File: src/include/scroll_settings.svh
`ifndef SCROLL_SETTINGS_SVH
`define SCROLL_SETTINGS_SVH

//////////////////////////////
// memory side address widths

`define SCROLL_VRAM_AW 17   // 16-bit words
`define SCROLL_ROM_AW 20    // 32-bit words
`define SCROLL_BUF_AW 9     // one 512 pixel line

//////////////////////////////
// line geometry

// last buffer address of the visible part of a line
`define SCROLL_LINE_LAST 447

//////////////////////////////
// bank mapper

`define SCROLL_NUM_GAMES 4  // rows in the code limit table

`endif

File: src/source/scroll_types_pkg.sv
`default_nettype none

package scroll_types_pkg;

    // tile size, one hot as in the layer registers
    typedef enum logic [2:0] {
        size_8  = 3'b001,
        size_16 = 3'b010,
        size_32 = 3'b100
    } tile_size_t;

    typedef logic [15:0] tile_code_t;  // first VRAM word of a tile
    typedef logic [3:0]  colour_t;     // 4bpp colour index
    typedef logic [2:0]  layer_t;      // mapper layer, 1 to 3

    // second VRAM word of a tile
    typedef struct packed {
        logic [6:0] spare;
        logic [1:0] group;
        logic       vflip;
        logic       hflip;
        logic [4:0] pal;
    } tile_attr_t;

    // line buffer entry
    typedef struct packed {
        logic [1:0] group;
        logic [4:0] pal;
        colour_t    colour;
    } pixel_t;

    typedef struct packed {
        tile_size_t  size;
        logic [15:0] vram_base;
        logic [15:0] hpos;
        logic [15:0] vpos;
        logic        row_en;    // per line scroll from VRAM
        logic [16:0] vram_row;
    } layer_ctrl_t;

    typedef struct packed {
        logic [5:0]  game;
        logic [15:0] bank_offset;  // one nibble per layer
        logic [15:0] bank_mask;    // same layout
    } bank_ctrl_t;

endpackage

`default_nettype wire

File: src/source/gfx_bank_mapper.sv
`timescale 1ns/100ps
`default_nettype none

`include "scroll_settings.svh"

module gfx_bank_mapper (
    input  wire                                clk,
    input  wire                                rst,
    input  wire scroll_types_pkg::bank_ctrl_t  bank,
    input  wire                                enable,
    input  wire scroll_types_pkg::layer_t      layer,
    input  wire logic [9:0]                    cin,
    output logic [3:0]                         offset,
    output logic [3:0]                         mask,
    output logic                               unmapped
);

    localparam int GAME_W = $clog2(`SCROLL_NUM_GAMES);

    // highest mapped code per game, columns are layers 1 to 3
    localparam logic [9:0] CODE_LIMIT [`SCROLL_NUM_GAMES][1:3] = '{
        '{10'h3ff, 10'h3ff, 10'h3ff},
        '{10'h1ff, 10'h2ff, 10'h0ff},
        '{10'h0ff, 10'h17f, 10'h07f},
        '{10'h2ff, 10'h1ff, 10'h13f}
    };

    logic       game_ok;
    logic       layer_ok;
    logic [1:0] nib;     // nibble of the bank registers
    logic [9:0] limit;

    //////////////////////////////
    // table lookup

    always_comb begin
        game_ok  = bank.game < 6'(`SCROLL_NUM_GAMES);
        layer_ok = (layer != 3'd0) && (layer <= 3'd3);
        nib      = layer[1:0] - 2'd1;   // layer 1 uses the low nibble
        limit    = '0;
        if (game_ok && layer_ok) begin
            limit = CODE_LIMIT[bank.game[GAME_W-1:0]][layer[1:0]];
        end
    end

    //////////////////////////////
    // registered outputs

    // follows cin while enabled, holds the last code afterwards
    always_ff @(posedge clk or posedge rst) begin
        if (rst) begin
            offset   <= '0;
            mask     <= '0;
            unmapped <= 1'b0;
        end else if (enable) begin
            offset   <= bank.bank_offset[{nib, 2'b00} +: 4];
            mask     <= bank.bank_mask[{nib, 2'b00} +: 4];
            unmapped <= !(game_ok && layer_ok) || (cin > limit);
        end
    end

endmodule

`default_nettype wire

File: config.mk
export PLATFORM = sky130hd
export DESIGN_NAME = gfx_bank_mapper
export DESIGN_NICKNAME = d
export VERILOG_FILES = /design/src/source/scroll_types_pkg.sv /design/src/source/gfx_bank_mapper.sv
export VERILOG_INCLUDE_DIRS = /design/src /design/src/include
export SDC_FILE = /design/constraint.sdc
export NUM_CORES = 1
export LEC_CHECK = 0
export BUFFER_PORTS_ARGS = -buffer_cell sky130_fd_sc_hd__buf_2
export CORE_ASPECT_RATIO = 1.25
export CORE_UTILIZATION = 43
export DETAILED_ROUTE_END_ITERATION = 12
export PLACE_DENSITY = 0.87
export SLEW_MARGIN = 20
export SYNTH_ARGS = -nofsm -noshare
export SYNTH_HDL_FRONTEND = slang
export SYNTH_SLANG_ARGS = --single-unit
File: constraint.sdc
create_clock -name clk -period 0.96 [get_ports clk]
set_input_delay 0.144 -clock clk [delete_from_list [all_inputs] [get_ports clk]]
set_output_delay 0.144 -clock clk [all_outputs]
set_load 0.02 [all_outputs]
Yosys cells after proc, flatten, opt, wreduce, memory -nomap -nowiden
Cells that the tools add are included.

Add/sub/neg operators: 1. Magnitude comparators: 5. Shift operators: 2. Muxes and demuxes: 7. Bitwise gates (word level): 2. Reduce and logical (&&, ||, !) cells: 5.

Operators with widths (count): binary-select mux 30 bit (select 2 bit) (1); 2-to-1 mux 30 bit (2); indexed part select 16 x 5 -> 4 bit (2); 2-to-1 mux 10 bit (3); binary-select mux 10 bit (select 2 bit) (1); greater-than comparator 10 bit (1); >= comparator 3 bit (second input constant) (2); less-than comparator 6 x 3 -> 1 bit (second input constant) (1); inverter 2 -> 3 bit (2); <= comparator 3 x 2 -> 1 bit (second input constant) (1); nonzero test 3 bit (1); logical AND 1 bit (2); subtractor 2 x 1 -> 2 bit (second input constant) (1); logical NOT 1 bit (1); logical OR 1 bit (1).

Register bits: 9. Input bits: 54. Output and inout port bits: 9. Word-level logic and storage cells: 25.

Logic depth before layout (Yosys ltp)
Depth in word-level cells: 10. Gate-level depth with buffers: 11. Depth with buffers taken out: 11.

Worst setup path before layout
No wires, ideal clock.

Path kind: input port to flip-flop. From: in layer[0]. To: reg unmapped. Library setup time: 134 ps. Arrival: 2093 ps. Required time: 826 ps. Setup slack: -1266 ps. Cell stages on the path: 10. Buffers on the path: 0. Cell sequence: inv_1 ha_1 nor2_1 o311ai_2 or2_2 ha_1 a21o_1 a21o_1 a2111oi_0 o21ai_0.

Word-level cells in the longest chain between the ends: 7. Elaborated cells between the ends (all ways): 12. Those cells by class: order compare: 2; mux: 4; bitwise: 1; reduce/logical: 5.

RTL lines: from (decl) (line gfx_bank_mapper.sv:11) `input wire scroll_types_pkg::layer_t layer,`; inverter 2 -> 3 bit (implied by the code) (line gfx_bank_mapper.sv:42) `limit = CODE_LIMIT[bank.game[GAME_W-1:0]][layer[1:0]];`; binary-select mux 10 bit (select 2 bit) (line gfx_bank_mapper.sv:42); 2-to-1 mux 10 bit (implied by the code) (2 in series) (line gfx_bank_mapper.sv:42); 2-to-1 mux 10 bit (line gfx_bank_mapper.sv:41) `if (game_ok && layer_ok) begin`; greater-than comparator 10 bit (line gfx_bank_mapper.sv:58) `unmapped <= !(game_ok && layer_ok) || (cin > limit);`; logical OR 1 bit * (line gfx_bank_mapper.sv:58); to (signal assigned) (line gfx_bank_mapper.sv:58); to (decl) (line gfx_bank_mapper.sv:15) `output logic unmapped`.

Every way passes the cells marked *; elsewhere a longest branch is shown, timed or not. The select of a mux whose other input is x is not followed. A chain may end at the register's enable or synchronous reset.

Worst setup path after layout
From: in bank[34] (netlist bit). To: reg unmapped.

Word-level cells in the longest chain between the ends: 5. Elaborated cells between the ends (all ways): 6. Those cells by class: order compare: 2; mux: 1; reduce/logical: 3.

RTL lines: from (decl) (line gfx_bank_mapper.sv:9) `input wire scroll_types_pkg::bank_ctrl_t bank,`; less-than comparator 6 x 3 -> 1 bit * (line gfx_bank_mapper.sv:37) `` game_ok = bank.game < 6'(`SCROLL_NUM_GAMES); ``; logical AND 1 bit * (line gfx_bank_mapper.sv:41, gfx_bank_mapper.sv:58); 2-to-1 mux 10 bit (line gfx_bank_mapper.sv:41); greater-than comparator 10 bit (line gfx_bank_mapper.sv:58); logical OR 1 bit * (line gfx_bank_mapper.sv:58).

Every way passes the cells marked *; elsewhere a longest branch is shown, timed or not.

==> results.json <==
{
  "status": "finished, violations left",
  "violations": "setup timing",
  "drv_cap": 0,
  "syn_inst": 83,
  "path_class": "in2reg",
  "cp-end-kind": "flip-flop",
  "fin_ws_ns": -0.948,
  "cts_buffers": 3,
  "cts_htree_levels": 1,
  "slowest_stage": "or2_4",
  "clock_sinks": 9,
  "area_delta_synth_final_pct": 74.7,
  "ys_warn_count": 0,
  "hp-class": "in2reg",
  "initial_core_util_pct": 45.6,
  "layout-drive-gt1-share_pct": 74.7,
  "arrival_ns": 2.07,
  "pwr-share-seq_pct": 29.2,
  "core_area_mm2": 0.00221,
  "viasPerCell": 5.56,
  "die_h_um": 56.1,
  "fp.dieW_um": 45.3,
  "seq_area_frac_synth_pct": 22.3,
  "finalWirelength_um": 3670,
  "hold_viol_final": 0,
  "dr.pass1.iters": 4,
  "clkTransAtPathRegs_ns": 0.06,
  "synth_cell_types": 31,
  "slew_viol_final": 0,
  "placement.io_buffers": 62,
  "gp_congestion": 0.806,
  "ys_seq_elements": 9,
  "insertion_delay_ns": 0.28,
  "rsz0062_at_grt": "yes",
  "place.detailed.hpwl_um": 2230,
  "num_rows": 19,
  "power.internal_uw": 1110,
  "p_leak_uw": 0.000848,
  "fin_crit_sh_pct": 199,
  "pre_cts_ws_ns": -1.47,
  "critPathTopFamily": "simple AND/OR/NAND/NOR gates",
  "syn_nets": 154,
  "slew-limit-headroom_pct": 76.4,
  "swShare_pct": 33.4,
  "p_clk_share_pct": 18.8,
  "cts_tree": "built",
  "fmax_ghz": 0.524,
  "grt_pass1_vias": 1049,
  "hold_ws_ns": 0.305,
  "fin_setup_tns_ns": -1.93,
  "worst_pin_slew_ns": 0.354,
  "wl_per_cell_um": 18.6,
  "ant_nets": 0,
  "finalClockSkew_ns": 0,
  "grt_max_degree": 11,
  "vdd_drop_max_mv": 0.547,
  "vias": 1095,
  "diodes": 0,
  "crit_chain": "buf_6, nor4_4, buf_4, o311ai_4, or2_4, ha_1, and4_1, o211a_1, a2111oi_4, o21ai_1",
  "drc": 0,
  "power_frac_comb_pct": 52.0,
  "critical_path_buf_inv_count": 2,
  "period_needed_ns": 1.91,
  "gr-total-overflow": 0,
  "grt_first_pass_wirelength_um": 4520,
  "critPathLaunchType": "primary input",
  "drt_iter0_markers": 41,
  "required_ns": 1.12,
  "track_usage_pct": 25.2,
  "dieArea_mm2": 0.00254,
  "worstPathMaxFanout": 6,
  "post-place-cells": 184,
  "antenna_found_initial": 0,
  "synthesis.area_per_instance_um2": 12.2,
  "io_pins": 63,
  "critPathMaxStageDelay_ns": 0.31,
  "cts_buffer_depth": 2,
  "clockRootBuffer": "clkbuf_4",
  "synth_area_mm2": 0.00101,
  "nNetsFinal": 238,
  "setup_viol": 12,
  "finalNonFillerCells": 197,
  "p_per_area_mw_per_mm2": 948,
  "p_sw_uw": 558
}
-- worst register-to-register path, stage by stage, from the launching register on --
cell	delay, ns
dfrtp_1	0.41
buf_4	0.15
mux2_4	0.28
-- metal layers --
| metal | share of wire, % | vias up | GRT usage [%] |
|---|---|---|---|
| met5 | 0 | - | 0 |
| met4 | 4.9 | 0 | 11.7 |
| met3 | 9.3 | 17 | 4.22 |
| met2 | 52 | 83 | 48.7 |
| met1 | 34 | 502 | 23.6 |
| li1 | - | 493 | - |
-- cells in the final DEF, fill, tap and decap left out, types with 2 or more instances in the layout --
cell	synthesis	layout
mux2i_1	2	2
ha_4	0	7
a21oi_1	3	2
mux4_1	2	2
inv_1	7	3
buf_2	0	50
buf_4	0	19
ha_2	0	2
nor2b_1	2	2
clkbuf_4	0	3
mux4_2	6	6
mux2_4	6	6
ha_1	17	8
a21o_1	2	2
or2_2	3	2
inv_2	0	3
mux2_2	2	2
dfrtp_1	9	9
buf_6	1	11
-- synth_stat cells --
cell type   n  area [µm²]
o211a_1     1        10.0
buf_6       1        11.3
o21a_1      1        7.51
mux2_4      6        90.1
o311ai_2    1        16.3
nand4_1     1        6.26
dfrtp_1     9         225
mux4_1      2        52.6
and3_2      1        7.51
nor4_1      1        6.26
a211o_1     1        8.76
a2111oi_0   1        8.76
nor2_1      1        3.75
or2_2       3        18.8
nor2b_1     2        12.5
o21ai_0     2        10.0
mux2_2      2        22.5
and4_1      2        17.5
nor3_1      1        5.00
inv_1       7        26.3
mux4_2      6         135
a21o_1      2        15.0
nand2_1     1        3.75
a211oi_1    1        7.51
a21oi_1     3        15.0
a311o_2     1        11.3
a31oi_1     1        6.26
clkbuf_1    2        7.51
mux2i_1     2        20.0
o211ai_1    1        7.51
ha_1       17         213
-- power by group through the flow --
stage	registers, µW	clock network (µW)	logic (µW)
after floorplan	551	0	296
after global placement	471	0	606
after detailed placement	478	0	628
after CTS	473	307	703
after global routing	491	336	920
final	487	314	868
-- cell type report --
cell class                      instances  area (µm²)
Timing Repair Buffer                   82         542
Clock buffer                            4        26.3
Inverter                                7        30.0
Tap cell                               31        38.8
Fill cell                             131         449
Sequential cell                         9         225
Multi-Input combinational cell         64         900
-- cells by family (layout without fill, tap and decap cells) --
group                      after synthesis  count (layout)  share of synthesized area, %
DFF                                      9               9                          22.3
and+or+nand+nor                         13              13                          8.06
buffers and inverters                   10              93                          4.47
AOI/OAI and AO/OA                       16              16                          12.3
adders and majority gates               17              17                          21.1
muxes                                   18              18                          31.8
-- worst paths after layout --
check / start / to / slack [ns] / cells after the start
max: bank[34] / unmapped / -0.95 / 10
min in group asynchronous: rst / offset[1] / 0.42 / 3
max reg2reg: mask[0] / mask[0] / 0 / 2
max in group asynchronous: rst / mask[0] / 0.29 / 3
min reg2reg: offset[3] / offset[3] / 0.55 / 1
min: bank[3] / mask[3] / 0.30 / 3
-- registers in the layout, summed over array words and instances, names as in the netlist --
name      count
mask          4
offset        4
unmapped      1
-- through the flow --
stage                     cell area [µm²]  utilization (%)  total power (µW)
after floorplan                      1070                -               847
after global routing                 1760             79.7              1750
after CTS                            1630             73.9              1480
after detailed placement             1480             66.8              1110
final                                1760             79.7              1670
after global placement               1480             66.8              1080
-- repair_timing --
item	in CTS	in global routing
gates resized for setup	22	21
hold endpoints to repair	9	0
setup endpoints to repair	11	18
pin swaps	13	3
buffers inserted	2	6
hold buffers	1	0
Note: power is estimated with default switching activity, not from simulation.
