### config.mk
export PLATFORM = sky130hd
export DESIGN_NAME = tilemap_fetcher
export DESIGN_NICKNAME = d
export VERILOG_FILES = /design/src/source/scroll_types_pkg.sv /design/src/source/bus_types_pkg.sv /design/src/source/tilemap_fetcher.sv
export VERILOG_INCLUDE_DIRS = /design/src /design/src/include
export SDC_FILE = /design/constraint.sdc
export NUM_CORES = 1
export LEC_CHECK = 0
export BUFFER_PORTS_ARGS = -buffer_cell sky130_fd_sc_hd__buf_2
export CORE_MARGIN = 1
export CORE_UTILIZATION = 55
export DETAILED_ROUTE_END_ITERATION = 8
export PLACE_DENSITY = 0.78
export SKIP_CTS_REPAIR_TIMING = 1
export SLEW_MARGIN = 5
export SYNTH_ARGS = -nofsm -noshare
export SYNTH_HDL_FRONTEND = slang
export SYNTH_SLANG_ARGS = --single-unit
### constraint.sdc
create_clock -name clk -period 5.6 [get_ports clk]
set_clock_uncertainty 0.2 [all_clocks]
set_input_delay 1.12 -clock clk [delete_from_list [all_inputs] [get_ports clk]]
set_output_delay 1.12 -clock clk [all_outputs]
set_load 0.005 [all_outputs]
### src/include/scroll_settings.svh
`ifndef SCROLL_SETTINGS_SVH
`define SCROLL_SETTINGS_SVH

//////////////////////////////
// memory side address widths

`define SCROLL_VRAM_AW 17   // 16-bit words
`define SCROLL_ROM_AW 20    // 32-bit words
`define SCROLL_BUF_AW 9     // one 512 pixel line

//////////////////////////////
// line geometry

// last buffer address of the visible part of a line
`define SCROLL_LINE_LAST 447

//////////////////////////////
// bank mapper

`define SCROLL_NUM_GAMES 4  // rows in the code limit table

`endif

### src/source/scroll_types_pkg.sv
`default_nettype none

package scroll_types_pkg;

    // tile size, one hot as in the layer registers
    typedef enum logic [2:0] {
        size_8  = 3'b001,
        size_16 = 3'b010,
        size_32 = 3'b100
    } tile_size_t;

    typedef logic [15:0] tile_code_t;  // first VRAM word of a tile
    typedef logic [3:0]  colour_t;     // 4bpp colour index
    typedef logic [2:0]  layer_t;      // mapper layer, 1 to 3

    // second VRAM word of a tile
    typedef struct packed {
        logic [6:0] spare;
        logic [1:0] group;
        logic       vflip;
        logic       hflip;
        logic [4:0] pal;
    } tile_attr_t;

    // line buffer entry
    typedef struct packed {
        logic [1:0] group;
        logic [4:0] pal;
        colour_t    colour;
    } pixel_t;

    typedef struct packed {
        tile_size_t  size;
        logic [15:0] vram_base;
        logic [15:0] hpos;
        logic [15:0] vpos;
        logic        row_en;    // per line scroll from VRAM
        logic [16:0] vram_row;
    } layer_ctrl_t;

    typedef struct packed {
        logic [5:0]  game;
        logic [15:0] bank_offset;  // one nibble per layer
        logic [15:0] bank_mask;    // same layout
    } bank_ctrl_t;

endpackage

`default_nettype wire

### src/source/bus_types_pkg.sv
`default_nettype none

`include "scroll_settings.svh"

package bus_types_pkg;

    typedef logic [`SCROLL_VRAM_AW-1:0] vram_addr_t;
    typedef logic [`SCROLL_ROM_AW-1:0]  rom_addr_t;
    typedef logic [`SCROLL_BUF_AW-1:0]  buf_addr_t;

    //////////////////////////////
    // requests, held until ok

    typedef struct packed {
        vram_addr_t addr;
        logic       cs;
    } vram_req_t;

    typedef struct packed {
        rom_addr_t addr;
        logic      half;   // 32-bit half of a 16 pixel row
        logic      cs;
    } rom_req_t;

    //////////////////////////////
    // line buffer write port

    typedef struct packed {
        buf_addr_t                addr;
        scroll_types_pkg::pixel_t data;
        logic                     wr;
    } buf_write_t;

endpackage

`default_nettype wire

### src/source/tilemap_fetcher.sv
`timescale 1ns/100ps
`default_nettype none

`include "scroll_settings.svh"

module tilemap_fetcher (
    input  wire                                 clk,
    input  wire                                 rst,
    input  wire scroll_types_pkg::layer_ctrl_t  ctrl,
    input  wire logic [8:0]                     vrender,
    input  wire                                 start,
    input  wire                                 stop,
    output logic                                done,
    output bus_types_pkg::vram_req_t            vram,
    input  wire logic [15:0]                    vram_data,
    input  wire                                 vram_ok,
    output bus_types_pkg::rom_req_t             rom,
    input  wire logic [31:0]                    rom_data,
    input  wire                                 rom_ok,
    output logic                                map_enable,
    output scroll_types_pkg::layer_t            map_layer,
    input  wire logic [3:0]                     map_offset,
    input  wire logic [3:0]                     map_mask,
    input  wire                                 map_unmapped,
    output bus_types_pkg::buf_write_t           lbuf
);

    typedef enum logic [3:0] {
        ST_IDLE,
        ST_ROW,
        ST_CODE_REQ,
        ST_CODE,
        ST_ATTR_REQ,
        ST_ATTR,
        ST_ROM_REQ,
        ST_ROM_WAIT,
        ST_DRAW,
        ST_ROM_NEXT
    } state_t;

    state_t                       st;
    logic [10:0]                  vn;        // line inside the tilemap
    logic [10:0]                  hn;        // column of the current tile
    scroll_types_pkg::tile_code_t code;
    scroll_types_pkg::tile_attr_t attr;
    logic [31:0]                  pxl;       // planar word being drawn
    logic [2:0]                   pix_cnt;
    logic [1:0]                   part;      // 8 pixel part of the tile row
    logic [1:0]                   last_part;
    logic [11:0]                  scan;
    logic [10:0]                  tile_w;
    bus_types_pkg::vram_addr_t    tile_addr;
    bus_types_pkg::rom_addr_t     rom_pre;
    bus_types_pkg::rom_addr_t     rom_masked;
    bus_types_pkg::rom_addr_t     rom_next;

    // scroll value aligned down to the tile grid
    function automatic logic [10:0] align(
        input logic [15:0]                  h,
        input scroll_types_pkg::tile_size_t sz
    );
        case (sz)
            scroll_types_pkg::size_8:  align = {h[10:3], 3'b0};
            scroll_types_pkg::size_16: align = {h[10:4], 4'b0};
            default:                   align = {h[10:5], 5'b0};
        endcase
    endfunction

    // fine scroll pixels wrap into the hidden end of the buffer
    function automatic bus_types_pkg::buf_addr_t start_addr(
        input logic [15:0]                  h,
        input scroll_types_pkg::tile_size_t sz
    );
        case (sz)
            scroll_types_pkg::size_8:  start_addr = 9'h1ff - {6'b0, h[2:0]};
            scroll_types_pkg::size_16: start_addr = 9'h1ff - {5'b0, h[3:0]};
            default:                   start_addr = 9'h1ff - {4'b0, h[4:0]};
        endcase
    endfunction

    function automatic scroll_types_pkg::colour_t colour(
        input logic [31:0] w,
        input logic        flip
    );
        colour = flip ? {w[24], w[16], w[8], w[0]} : {w[31], w[23], w[15], w[7]};
    endfunction

    //////////////////////////////
    // addresses per tile size

    always_comb begin
        case (ctrl.size)
            scroll_types_pkg::size_8: begin
                scan      = {vn[8], hn[8:3], vn[7:3]};
                map_layer = 3'd1;
                tile_w    = 11'd8;
                last_part = 2'd0;
                rom_pre   = {1'b0, code, vn[2:0] ^ {3{attr.vflip}}};
            end
            scroll_types_pkg::size_16: begin
                scan      = {vn[9:8], hn[9:4], vn[7:4]};
                map_layer = 3'd2;
                tile_w    = 11'd16;
                last_part = 2'd1;
                rom_pre   = {code, vn[3:0] ^ {4{attr.vflip}}};
            end
            default: begin
                scan      = {vn[10:8], hn[10:5], vn[7:5]};
                map_layer = 3'd3;
                tile_w    = 11'd32;
                last_part = 2'd3;
                rom_pre   = {code[13:0], vn[4:0] ^ {5{attr.vflip}}, attr.hflip};
            end
        endcase
        rom_masked = rom_pre & {map_mask, 16'hffff};
        rom_next   = rom_masked | {map_offset, 16'h0};
        tile_addr  = {ctrl.vram_base[9:1], 8'd0} + {4'd0, scan, 1'b0};
    end

    //////////////////////////////
    // scanline FSM

    always_ff @(posedge clk or posedge rst) begin
        if (rst) begin
            st         <= ST_IDLE;
            done       <= 1'b0;
            vram       <= '0;
            rom        <= '0;
            lbuf       <= '0;
            map_enable <= 1'b0;
            vn         <= '0;
            hn         <= '0;
            code       <= '0;
            attr       <= '0;
            pxl        <= '0;
            pix_cnt    <= '0;
            part       <= '0;
        end else begin
            done    <= 1'b0;
            lbuf.wr <= 1'b0;
            case (st)
                ST_IDLE: begin
                    vram.cs    <= 1'b0;
                    rom.cs     <= 1'b0;
                    map_enable <= 1'b0;
                    vn         <= ctrl.vpos[10:0] + {2'b0, vrender};
                    hn         <= align(ctrl.hpos, ctrl.size);
                    lbuf.addr  <= start_addr(ctrl.hpos, ctrl.size);
                    if (start) begin
                        if (ctrl.row_en) begin
                            vram.addr <= ctrl.vram_row;
                            vram.cs   <= 1'b1;
                            st        <= ST_ROW;
                        end else begin
                            st <= ST_CODE_REQ;
                        end
                    end
                end
                ST_ROW: if (vram_ok) begin   // scroll word replaces hpos
                    hn        <= align(vram_data, ctrl.size);
                    lbuf.addr <= start_addr(vram_data, ctrl.size);
                    vram.cs   <= 1'b0;
                    st        <= ST_CODE_REQ;
                end
                ST_CODE_REQ: begin
                    vram.addr  <= tile_addr;
                    vram.cs    <= 1'b1;
                    map_enable <= 1'b1;
                    st         <= ST_CODE;
                end
                ST_CODE: if (vram_ok) begin
                    code         <= vram_data;
                    map_enable   <= 1'b0;   // mapper keeps this code
                    vram.cs      <= 1'b0;
                    vram.addr[0] <= 1'b1;   // attribute word
                    st           <= ST_ATTR_REQ;
                end
                ST_ATTR_REQ: begin
                    vram.cs <= 1'b1;
                    st      <= ST_ATTR;
                end
                ST_ATTR: if (vram_ok) begin
                    attr    <= vram_data;
                    vram.cs <= 1'b0;
                    st      <= ST_ROM_REQ;
                end
                ST_ROM_REQ: begin
                    rom.addr <= rom_next;
                    rom.half <= attr.hflip;   // flipped rows start on the right half
                    rom.cs   <= 1'b1;
                    part     <= 2'd0;
                    hn       <= hn + tile_w;
                    st       <= ST_ROM_WAIT;
                end
                ST_ROM_WAIT: if (rom_ok) begin
                    pxl     <= rom_data;
                    rom.cs  <= 1'b0;
                    pix_cnt <= 3'd0;
                    st      <= ST_DRAW;
                end
                ST_DRAW: begin
                    lbuf.wr   <= 1'b1;
                    lbuf.addr <= lbuf.addr + 1'b1;
                    lbuf.data <= scroll_types_pkg::pixel_t'{
                        group:  attr.group,
                        pal:    attr.pal,
                        colour: map_unmapped ? 4'hf : colour(pxl, attr.hflip)
                    };
                    pxl     <= attr.hflip ? pxl >> 1 : pxl << 1;
                    pix_cnt <= pix_cnt + 3'd1;
                    if (pix_cnt == 3'd7) begin
                        st <= (part == last_part) ? ST_CODE_REQ : ST_ROM_NEXT;
                    end
                end
                ST_ROM_NEXT: begin
                    rom.half <= ~rom.half;
                    if (part == 2'd1) begin
                        rom.addr[0] <= ~rom.addr[0];   // second 16 pixels of a 32x32 row
                    end
                    part   <= part + 2'd1;
                    rom.cs <= 1'b1;
                    st     <= ST_ROM_WAIT;
                end
                default: st <= ST_IDLE;
            endcase
            // last visible pixel is written at this edge
            if (lbuf.wr && lbuf.addr == bus_types_pkg::buf_addr_t'(`SCROLL_LINE_LAST)) begin
                lbuf.wr    <= 1'b0;
                done       <= 1'b1;
                vram.cs    <= 1'b0;
                rom.cs     <= 1'b0;
                map_enable <= 1'b0;
                st         <= ST_IDLE;
            end
            if (stop) begin
                done       <= 1'b1;
                vram.cs    <= 1'b0;
                rom.cs     <= 1'b0;
                map_enable <= 1'b0;
                lbuf.wr    <= 1'b0;
                st         <= ST_IDLE;
            end
        end
    end

endmodule

`default_nettype wire

Word-level counts from Yosys, hierarchy flattened
Cells that the tools add are included.
- $add $sub $neg: 12
- equal/unequal tests: 28
- muxes and demuxes: 55
- bitwise gates (word level): 7
- reductions and logical operators: 26
- operator list (operator ; number):
    $mux W32 ; 2
    $pmux W32 S2 ; 1
    $mux W4 ; 11
    $pmux W20 S2 ; 1
    $mux W18 ; 2
    $pmux W4 S9 ; 1
    $pmux W9 S2 ; 2
    $pmux W11 S3 ; 1
    $pmux W16 S2 ; 1
    $pmux W9 S3 ; 1
    $ne A4 B4 Y1 const B ; 6
    $pmux W12 S2 ; 1
    $and A20 B20 Y20 ; 1
    $or A20 B20 Y20 ; 1
    $pmux W5 S2 ; 2
    $add A17 B13 Y17 ; 1
    $eq A4 B3 Y1 const B ; 4
    $pmux W2 S2 ; 4
    $reduce_and A2 Y1 ; 8
    $mux W1 ; 14
    $sub A1 B6 Y7 const A ; 2
    $ne A2 B2 Y1 const B ; 6
    $pmux W6 S2 ; 1
    $sub A1 B5 Y6 const A ; 2
    other kinds (37) ; 52
- register bits after elaboration: 151
- bits of input ports: 141
- output and inout port bits: 66

Logic depth before layout (Yosys ltp)
Gate-level depths: netlist of the first run.
- depth after elaboration: 8
- depth in mapped cells: 13

Least setup slack after synthesis of the first run
Ideal clock, no wire load.
- path type: input -> register
- start point: in ctrl[68] (netlist bit)
- end point: reg vram[17] (netlist bit)
- library setup time: 136 ps
- arrival time: 3546 ps
- slack: 1718 ps
- stages: 13
- path buffers: 3
- cell sequence: buf_2 -> or3b_1 -> buf_6 -> clkbuf_1 -> o22ai_1 -> a21oi_1 -> ha_1 -> fa_1 -> a21o_1 -> a211oi_1 -> nor3_1 -> xnor2_1 -> a21oi_1
- cells in the longest elaborated chain, start to end: 4
- elaborated cells on any way between the ends: 5
- classes of those cells: add/sub (1); eq/ne (2); mux (2)
- ends and longest elaborated chain (item ; line ; source):
    start, declared ; tilemap_fetcher.sv:9 ; input wire scroll_types_pkg::layer_ctrl_t ctrl,
    $eq A3 B2 Y1 / $eq A3 B1 Y1 (equally long branches) ; tilemap_fetcher.sv:92 ; case (ctrl.size)
    $pmux W12 S2 * ; tilemap_fetcher.sv:92 ;
    $add A17 B13 Y17 * ; tilemap_fetcher.sv:117 ; tile_addr = {ctrl.vram_base[9:1], 8'd0} + {4'd0, scan, 1'b0};
    $pmux W16 S2 * ; tilemap_fetcher.sv:141 ; case (st)
    end, declared ; tilemap_fetcher.sv:14 ; output bus_types_pkg::vram_req_t vram,
Every way passes the cells marked *; elsewhere a longest branch is shown, timed or not.
A chain may end at the register's enable or synchronous reset.

Final worst setup path of the first run
- start point: in ctrl[67] (netlist bit)
- end point: reg vram[17] (netlist bit)
Same word-level chain as after synthesis.

==> flow_summary_export.csv, run 1 <==
group,metric,value,unit
floorplan,initial_utilization,56.8,%
critical_path,r2r_setup_slack,2230,ps
floorplan,io_pins,207,
timing,rsz0062_at_grt,"false",
critical_path,slowest_delay,620,ps
critical_path,startpoint_type,"input pin",
synth,synth_edf_count,0,
synth,synth-seq-cells,148,
critical_path,reg2regPathDepth,5,
clock_tree,root_buffer,"clkbuf_16",
final_layout,seqCellArea,3700,µm²
final_layout,multi_input_area,4680,µm²
critical_path,reg2reg_to,"hn[8]",
final_layout,layout_common_cells,"buf_2 (188), nand2_1 (180), dfrtp_1 (147)",
clock_tree,clk_pin_slew_worst_paths,60,ps
synth,synth_area_per_cell,8.84,µm²
final_layout,antenna_cells,0,
floorplan,placementRows,45,
run_status,outcome,"completed",
drt,vias_per_cell,5.94,
pwr,powerDensity,525,nW/µm²
pwr,total_power,0.00544,W
worst_hold_path,hold_class,"flop to flop",
worst_hold_path,worstHoldStart,"attr[7]",
worst_hold_path,min_to,"lbuf[10]",
final_layout,area_growth,18.7,%
critical_path,criticalPathCategory,"input pin to flop",
synth,synth.net_count,1155,
drt,first_pass_iters,7,
floorplan,dieArea,16400,µm²
final_layout,nNetsFinal,1300,
pwr,ir_drop,272,µV
clock_tree,cts_buffers,17,
synth,yosys_warnings,0,
pwr,p_leak,4.76,nW
drt,ant_nets,0,
final_layout,utilization,67.5,%
drt,wl_per_cell,16.8,µm
timing,report.final.hold_viol_count,0,
critical_path,worst_path_max_delay_cell,"or3b_1",
final_layout,fin_area,10400,µm²
drt,drc,0,
global_route,grt_pass1_vias,7420,
clock_tree,clkSinkCount,148,
timing,tightest_slew,1090,ps
clock_tree,htree_levels,4,
synth,syn_area,8740,µm²
placement,detailed_place_hpwl,16.0,mm
timing,period_minus_slack,4010,ps
timing,slew_violations,0,
critical_path,crit_chain,"buf_2 -> or3b_1 -> o22ai_1 -> a21oi_1 -> ha_1 -> fa_1 -> a21o_1 -> a211oi_1 -> nor3_1 -> xnor2_1 -> a21oi_1",
clock_tree,insertion_delay,430,ps
final_layout,drive_above_1_share,23.9,%
global_route,grt_max_degree,68,
critical_path,cp_top_family,"compound AO/OA/AOI/OAI gates",
timing,fmax,249,MHz
placement,dpl_cell_area,9750,µm²
floorplan,core_area,15400,µm²
drt,drt_iter0_drc,671,
global_route,overflow,0,
critical_path,cp_num_buf_inv,1,
synth,synth_cell_types,72,
job,cap_violations,0,
floorplan,die_x,128,µm
synth,async_flop_share,100,%
timing,timing.setup.tns,0,ps
final_layout,final_common_cell,"buf_2",
clock_tree,cts.path.max_buffers,2,
global_route,grt_pass1_wl,37.3,mm
final_layout,nFillCells,1275,
timing,max_slew_margin,27.4,%
global_route,grt_use_total,28.9,%
drt,routed_wl,22.8,mm
critical_path,critPathRequiredTime,5690,ps
drt,num_vias,8062,
critical_path,critPathMostFrequentCell,"a21oi_1",
critical_path,arrival,4100,ps
synth,seq_area_frac_synth,42.4,%
critical_path,end_kind,"flop",
worst_hold_path,holdPathStages,2,
global_route,grt_antenna_before_repair,0,
timing,period_share,71.6,%
synth,synthCells,989,
critical_path,critPathMaxFanout,32,
synth,ys.flop_type,"dfrtp_1",
placement,port_buffers,188,
placement,gp_congestion,0.886,
critical_path,timing.rr.start,"st[1]",
clock_tree,cts_tree,"yes",
timing,setup_viol,0,
floorplan,die_h,128,µm
-- synth_stat cells (3+ instances only) --
library cell / n / area, µm²
nand2b_1: 6 / 37.5
o21ai_0: 112 / 561
nand3_1: 13 / 65.1
a22oi_1: 7 / 52.6
a211o_1: 4 / 35.0
and3_1: 5 / 31.3
a22o_1: 14 / 123
nor3_1: 5 / 25.0
a21o_1: 8 / 60.1
nor4_1: 3 / 18.8
clkbuf_1: 50 / 188
mux2_2: 27 / 304
nor2_1: 53 / 199
mux2i_1: 33 / 330
a21oi_1: 71 / 355
o31ai_1: 3 / 22.5
clkinv_1: 3 / 11.3
fa_1: 3 / 60.1
nor3b_1: 3 / 22.5
xnor2_1: 8 / 70.1
dfrtp_1: 148 / 3700
a221o_1: 9 / 90.1
and2_1: 3 / 18.8
a211oi_1: 17 / 128
buf_1: 6 / 22.5
xor2_1: 10 / 87.6
inv_1: 13 / 48.8
ha_1: 22 / 275
a311oi_1: 3 / 26.3
o21a_1: 3 / 22.5
o221ai_1: 6 / 52.6
a31oi_1: 5 / 31.3
nand2_1: 180 / 676
nand4_1: 5 / 31.3
a221oi_1: 8 / 70.1
buf_2: 14 / 70.1
a31o_2: 3 / 26.3
nor2b_1: 15 / 93.8
o211ai_1: 3 / 22.5
o21bai_1: 3 / 22.5
o22ai_1: 46 / 288
-- power breakdown --
part	switching [W]	internal (W)
Sequential	0.000560	0.00154
Clock	0.000443	0.000782
Combinational	0.00115	0.000971
Total	0.00215	0.00329
-- worst reg2reg max path, stage by stage (launching register included) --
cell and delay (ps):
dfrtp_1 770, nor2b_1 690, nand2_1 850, nor4_1 490, a221o_1 170, a22o_1 120
-- sequential cells by signal, indices dropped and copies added (netlist names) --
name	flops
map_enable	1
attr	9
rom	22
part	2
st	4
pix_cnt	3
hn	8
code	16
vn	11
done	1
vram	18
lbuf	21
pxl	32
-- worst max path at each step --
stage | startpoint | end | slack (ps) | cells past startpoint
after floorplan | rst | attr[0] | 300 | 1
after global placement | ctrl[67] | vram[17] | 1300 | 11
after detailed placement | ctrl[67] | vram[17] | 1270 | 11
after CTS | ctrl[67] | vram[17] | 1680 | 11
after global routing | ctrl[67] | vram[17] | 1480 | 11
final | ctrl[67] | vram[17] | 1590 | 11
-- kinds of logic (layout without fill, tap and decap cells) --
logic type      after synthesis  in the layout  share of synthesized area, %
compound gates              341            341                          24.6
simple gates                306            306                          15.8
flops                       148            148                          42.4
buf+inv                      90            248                          4.28
mux                          60             60                          7.26
fa+ha+maj                    25             25                          3.84
xor+xnor                     18             18                          1.80
other cells                   1              1                        0.0429
-- through the flow --
| step | hold WS [ps] | worst slack [ps] | instances |
|---|---|---|---|
| global placement | 243 | 1300 | 1326 |
| detailed placement | 246 | 1270 | 1326 |
| floorplan | 233 | 300 | 989 |
| finish | 259 | 1590 | 1358 |
| CTS | 261 | 1680 | 1358 |
| global route | 293 | 1480 | 1358 |
-- layout make-up --
class                           count  area share [%]
Tap cell                          211            2.54
Timing Repair Buffer              199            9.86
Clock inverter                      8            1.42
Multi-Input combinational cell    751            45.2
Sequential cell                   148            35.7
Inverter                           17           0.663
Clock buffer                       24            4.64
-- layer usage --
| layer | routed length (µm) | GRT usage, % |
|---|---|---|
| met3 | 1540 | 5.51 |
| met1 | 10100 | 39.3 |
| met5 | 0 | 0 |
| met2 | 10700 | 46.2 |
| met4 | 447 | 10.2 |
(Power assumes the default switching activity.)
==> inputs of run 2 (changes only) <==
ABC_AREA = 1   (was default)
CORE_UTILIZATION = 49   (was 55)
PLACE_DENSITY = 0.73   (was 0.78)
clock period = 3.3 ns   (was 5.6 ns; I/O delays follow)
==> run 2 against run 1 <==
Effect of this change:
- setup slack lost 830 ps
- via count grew 7.6%
- synthesized cell count grew 21%
- wire length grew 6.1%
- sequential cell count is the same
- sequential share of layout area shrank 0.29 points
- clock-buffer cell count shrank 4
- utilization shrank 7.5 points
- first-iteration DRC count grew 8.0%
- global-route usage shrank 1.7 points
- critical path type unchanged
==> flow_summary_export.csv, run 2 <==
group,metric,value,unit
timing,slew_violations,0,
synth,synthSimpleGateAreaFrac,28.3,%
global_route,met3_usage,3.88,%
timing,max_slew_margin,53.6,%
clock_tree,clk_pin_slew_worst_paths,60,ps
global_route,grt_pass1_vias,8105,
synth,syn_area,8770,µm²
final_layout,layout_common_cells,"nand2_1 (357), buf_2 (188), dfrtp_1 (148)",
synth,synthTopCellsByCount,"nand2_1 (357), dfrtp_1 (148), nor2_1 (118)",
critical_path,end_kind,"flop",
synth,synth_area_per_cell,7.34,µm²
critical_path,crit_chain,"buf_2 -> inv_1 -> nand3_1 -> nand2_1 -> inv_1 -> nand2_1 -> o221ai_1 -> ha_1 -> fa_1 -> nand3_1 -> nand3_1 -> nand2_1 -> nand2_1 -> nand2_1 -> nand3_1 -> a21oi_1",
floorplan,core_area,17400,µm²
synth,async_flop_share,100,%
floorplan,die_h,136,µm
clock_tree,root_buffer,"clkbuf_16",
critical_path,arrival,2690,ps
timing,rsz0062_at_grt,"false",
global_route,grt_antenna_before_repair,0,
clock_tree,insertion_delay,430,ps
drt,wl_per_cell,15.1,µm
timing,period_share,76.9,%
clock_tree,htree_levels,4,
synth,yosysMostFrequentCell,"nand2_1",
placement,port_buffers,188,
global_route,grt_use_total,27.2,%
timing,timing.hold.ws,41.5,ps
drt,drt_iter0_drc,725,
clock_tree,cts.path.max_buffers,2,
global_route,grt-busiest-layer,"met2",
placement,detailed_place_hpwl,17.5,mm
global_route,grtUsageMet2,45.1,%
pwr,total_power,0.00803,W
global_route,overflow,0,
critical_path,worst_path_max_delay_cell,"fa_1",
critical_path,reg2reg_to,"st[0]",
final_layout,largest_reg_flops,32,
critical_path,cp_num_buf_inv,3,
drt,vias_per_cell,5.41,
timing,timing.setup.tns,0,ps
final_layout,area_growth,19.1,%
synth,synth_cell_types,38,
final_layout,nNetsFinal,1532,
floorplan,die_x,136,µm
drt,routed_wl,24.2,mm
global_route,grt_use_met1,35.2,%
placement,dp_cells,1572,
synth,yosysTopAreaCell,"dfrtp_1",
pwr,ir_drop,383,µV
floorplan,initial_utilization,50.4,%
clock_tree,cts_tree,"yes",
critical_path,critPathMaxFanout,5,
synth,synth_top_area_share,42.2,%
drt,ant_nets,0,
critical_path,cp_top_family,"simple AND/OR/NAND/NOR gates",
final_layout,antenna_cells,0,
timing,report.final.hold_viol_count,0,
critical_path,timing.rr.start,"st[1]",
floorplan,dieArea,18400,µm²
clock_tree,clkSinkCount,148,
floorplan,placementRows,48,
synth,synth_top_family_by_area,"simple AND/OR/NAND/NOR gates",
critical_path,slowest_delay,430,ps
worst_hold_path,hold_class,"input pin to asynchronous set/reset pin",
global_route,grt_pass1_wl,39.2,mm
critical_path,critPathMostFrequentCell,"nand2_1",
global_route,grt_max_degree,57,
synth,synthMuxAreaShare,0,%
synth,synth_edf_count,0,
critical_path,r2r_setup_slack,820,ps
critical_path,startpoint_type,"input pin",
synth,synth-seq-cells,148,
synth,ys.flop_type,"dfrtp_1",
run_status,outcome,"completed",
synth,ys_top_cells_by_area,"dfrtp_1 (42%), nand2_1 (15%), nor2_1 (5.0%), inv_1 (4.8%), nand3_1 (4.5%)",
drt,first_pass_iters,6,
synth,synth_compound_area_share,15.8,%
final_layout,largest-register,"pxl",
timing,fmax,394,MHz
critical_path,critPathRequiredTime,3450,ps
synth,synth.net_count,1362,
floorplan,io_pins,207,
synth,seq_area_frac_synth,42.2,%
pwr,p_leak,5.39,nW
critical_path,criticalPathCategory,"input pin to flop",
drt,drc,0,
placement,gp_congestion,0.905,
synth,synth_fa_ha_area_share,3.82,%
synth,synth_xor_area_share,1.10,%
final_layout,instances_no_fill,1604,
critical_path,reg2regPathDepth,8,
final_layout,largest_registers,"pxl x32, rom x22, lbuf x21",
timing,setup_viol,0,
timing,tightest_slew,692,ps
pwr,powerDensity,768,nW/µm²
final_layout,drive_above_1_share,19.7,%
synth,yosys_warnings,0,
job,cap_violations,0,
drt,num_vias,8674,
clock_tree,cts_buffers,17,
timing,period_minus_slack,2540,ps
final_layout,final_common_cell,"nand2_1",
synth,synthCells,1196,
run 2: stage by stage:
| stage | util [%] | worst slack [ps] | cell area [µm²] |
|---|---|---|---|
| 4_1_cts | 60.0 | 774 | 10500 |
| 3_3_place_gp | 56.6 | 367 | 9860 |
| 6_report | 60.0 | 762 | 10500 |
| 5_1_grt | 60.0 | 562 | 10500 |
| 3_5_place_dp | 56.6 | 327 | 9860 |
| 2_1_floorplan | - | 274 | 8780 |
run 2: logic make-up (layout without fill, tap and decap cells):
family                   count (synthesis)  count (layout)
buffers and inverters                  179             362
adder cells (fa/ha/maj)                 25              25
AO/OA/AOI/OAI                          233             233
AND/OR/NAND/NOR                        599             599
XOR/XNOR                                11              11
flip-flops                             148             148
other                                    1               1
run 2: layer usage:
layer  routed length [µm]  part of all wire (%)
met3                 1290                   5.3
met1                10500                    44
met4                  685                   2.8
met2                11700                    48
met5                    0                     0
run 2: cell type report:
class | instances | area [µm²]
Fill cell | 1638 | 6960
Multi-Input combinational cell | 869 | 4310
Sequential cell | 148 | 3700
Timing Repair Buffer | 205 | 1090
Inverter | 125 | 473
Clock buffer | 20 | 437
Tap cell | 225 | 282
Clock inverter | 12 | 155
run 2: where the power goes:
part           internal (W)  switching [W]  total, W  leakage, nW
sequential          0.00246       0.000537   0.00300         1.70
combinational       0.00116        0.00189   0.00305         3.41
clock               0.00119       0.000800   0.00199        0.285
run 2: how the worst max path moves through the flow:
stage / start / to / slack, ps / cells after the start
floorplan: ctrl[68] / vram[17] / 270 / 17
global placement: ctrl[68] / vram[17] / 370 / 16
detailed placement: ctrl[68] / vram[17] / 330 / 16
CTS: ctrl[68] / vram[17] / 770 / 16
global route: st[1] / st[0] / 560 / 8
finish: ctrl[68] / vram[17] / 760 / 16
run 2: worst register-to-register path, delay by kind of cell (launching register included):
family                 cells  cell delay [ps]
and+or+nand+nor            6              990
buffers and inverters      1              510
DFF                        1              490
AOI/OAI and AO/OA          1              210
==> inputs of run 3 (changes only) <==
ABC_AREA = 0   (was 1)
CORE_UTILIZATION = 55   (was 49)
PLACE_DENSITY = 0.78   (was 0.73)
clock period = 2.6 ns   (was 3.3 ns; I/O delays follow)
==> run 3 against run 2 <==
Effect of this change:
- utilization grew 10 points
- final cell count fell by 12%
- via count fell by 4.0%
- non-clock buffer count increased by 48
- clock-buffer cell count down 1
- combinational power is 69% higher
- first-iteration DRC count down 2.6%
- final area grew 3.5%
- sequential power rose by 46%
- register-to-register slack got worse by 640 ps
- global-route usage grew 3.1 points
- critical path type unchanged
==> flow_summary_export.csv, run 3 (synthesized netlist as in run 1, its figures left out) <==
group,metric,value,unit
run_status,outcome,"completed",
global_route,grt_pass1_wl,38.6,mm
final_layout,largest_registers,"pxl x32, rom x22, lbuf x21",
clock_tree,cts_tree,"yes",
drt,first_pass_iters,5,
final_layout,nNetsFinal,1354,
global_route,grt_max_degree,88,
drt,wl_per_cell,17.0,µm
pwr,total_power,0.0120,W
critical_path,critPathRequiredTime,2720,ps
clock_tree,cts.path.max_buffers,2,
global_route,grt_use_total,30.2,%
final_layout,drive_above_1_share,28.1,%
timing,rsz0062_at_grt,"false",
pwr,p_leak,5.01,nW
worst_hold_path,hold_class,"input pin to asynchronous set/reset pin",
critical_path,critPathMaxFanout,20,
drt,ant_nets,0,
floorplan,dieArea,16400,µm²
placement,gp_congestion,0.906,
critical_path,criticalPathCategory,"input pin to flop",
clock_tree,root_buffer,"clkbuf_16",
placement,dpl_cell_area,10200,µm²
floorplan,die_x,128,µm
final_layout,fin_area,10800,µm²
final_layout,instances_no_fill,1413,
clock_tree,htree_levels,4,
final_layout,area_growth,23.8,%
final_layout,largest_reg_flops,32,
timing,tightest_slew,782,ps
timing,max_slew_margin,47.9,%
drt,vias_per_cell,5.89,
drt,routed_wl,24.0,mm
timing,period_minus_slack,2480,ps
final_layout,final_common_cell,"buf_2",
clock_tree,cts_buffers,17,
clock_tree,clk_pin_slew_worst_paths,60,ps
floorplan,die_h,128,µm
final_layout,largest-register,"pxl",
job,cap_violations,0,
critical_path,arrival,2600,ps
global_route,overflow,0,
timing,fmax,404,MHz
floorplan,io_pins,207,
drt,drt_iter0_drc,706,
floorplan,core_area,15400,µm²
clock_tree,clkSinkCount,148,
timing,setup_viol,0,
placement,dp_cells,1380,
critical_path,end_kind,"flop",
pwr,powerDensity,1110,nW/µm²
drt,num_vias,8325,
placement,port_buffers,188,
drt,drc,0,
global_route,grt_pass1_vias,7677,
timing,slew_violations,0,
timing,period_share,95.2,%
timing,report.final.hold_viol_count,0,
clock_tree,insertion_delay,430,ps
floorplan,initial_utilization,56.8,%
final_layout,layout_common_cells,"buf_2 (188), nand2_1 (180), dfrtp_1 (147)",
floorplan,placementRows,45,
global_route,grt_antenna_before_repair,1,
timing,timing.hold.ws,10.8,ps
critical_path,startpoint_type,"input pin",
pwr,ir_drop,592,µV
placement,detailed_place_hpwl,17.3,mm
## run 3: cell types whose count changed in the layout (fill, tap and decap cells not counted), sizes merged, moves of 29 or more
cell	previous run	this run
o211ai	32	3
a31oi	53	5
nand3	83	13
o21ai	82	112
inv	125	18
o22ai	8	46
mux2i	0	33
nor2	125	53
nand2	363	181
buf	205	253
## run 3: path summary, 6_finish.rpt
path	from	endpoint	slack, ps	cells after the start
hold / removal	rst	vram[17]	10	3
setup / recovery	ctrl[66]	vram[13]	120	11
min in group clk	map_offset[2]	rom[20]	120	3
setup reg to reg	hn[9]	vram[13]	180	8
hold reg to reg	attr[8]	lbuf[11]	260	2
max in group asynchronous	rst	attr[5]	1720	3
## run 3: per-layer routing
| layer | up-vias | track usage [%] | part of all wire [%] |
|---|---|---|---|
| li1 | 3990 | - | - |
| met1 | 3927 | 40.2 | 44 |
| met2 | 349 | 49.6 | 48 |
| met3 | 59 | 4.84 | 5.7 |
| met4 | 0 | 11.8 | 2.7 |
| met5 | - | 0 | 0 |
## run 3: cell type report
cell class,count,area [µm²]
flip-flops and latches,148,3700
repair buffers,253,1480
multi-input cells,751,4710
diodes,1,2.50
inverters,17,67.6
well taps,211,264
fillers,1262,4550
clock buffers,19,443
clock inverters,13,145
## run 3: per-stage QoR
stage	util, %	TNS (ps)	setup slack [ps]
after floorplan	-	-2370	-405
after global placement	66.5	-1890	-294
after detailed placement	66.5	-2450	-334
after CTS	70.3	0	101
after global routing	70.4	0	16.5
final	70.4	0	124
## run 3: worst max-delay path, cell delays in order
cell and delay (ps):
buf_2 110, buf_4 190, o21ba_2 260, o22ai_2 110, a21oi_1 70, ha_2 200, fa_2 350, a21o_1 200
a21oi_1 190, xor2_1 90, a221oi_1 320
## run 3: report_power, final
part           switching (W)  internal, W  total [W]  leakage (nW)
sequential           0.00108      0.00331    0.00439          1.80
clock                0.00102      0.00145    0.00247         0.281
combinational        0.00278      0.00237    0.00516          2.93
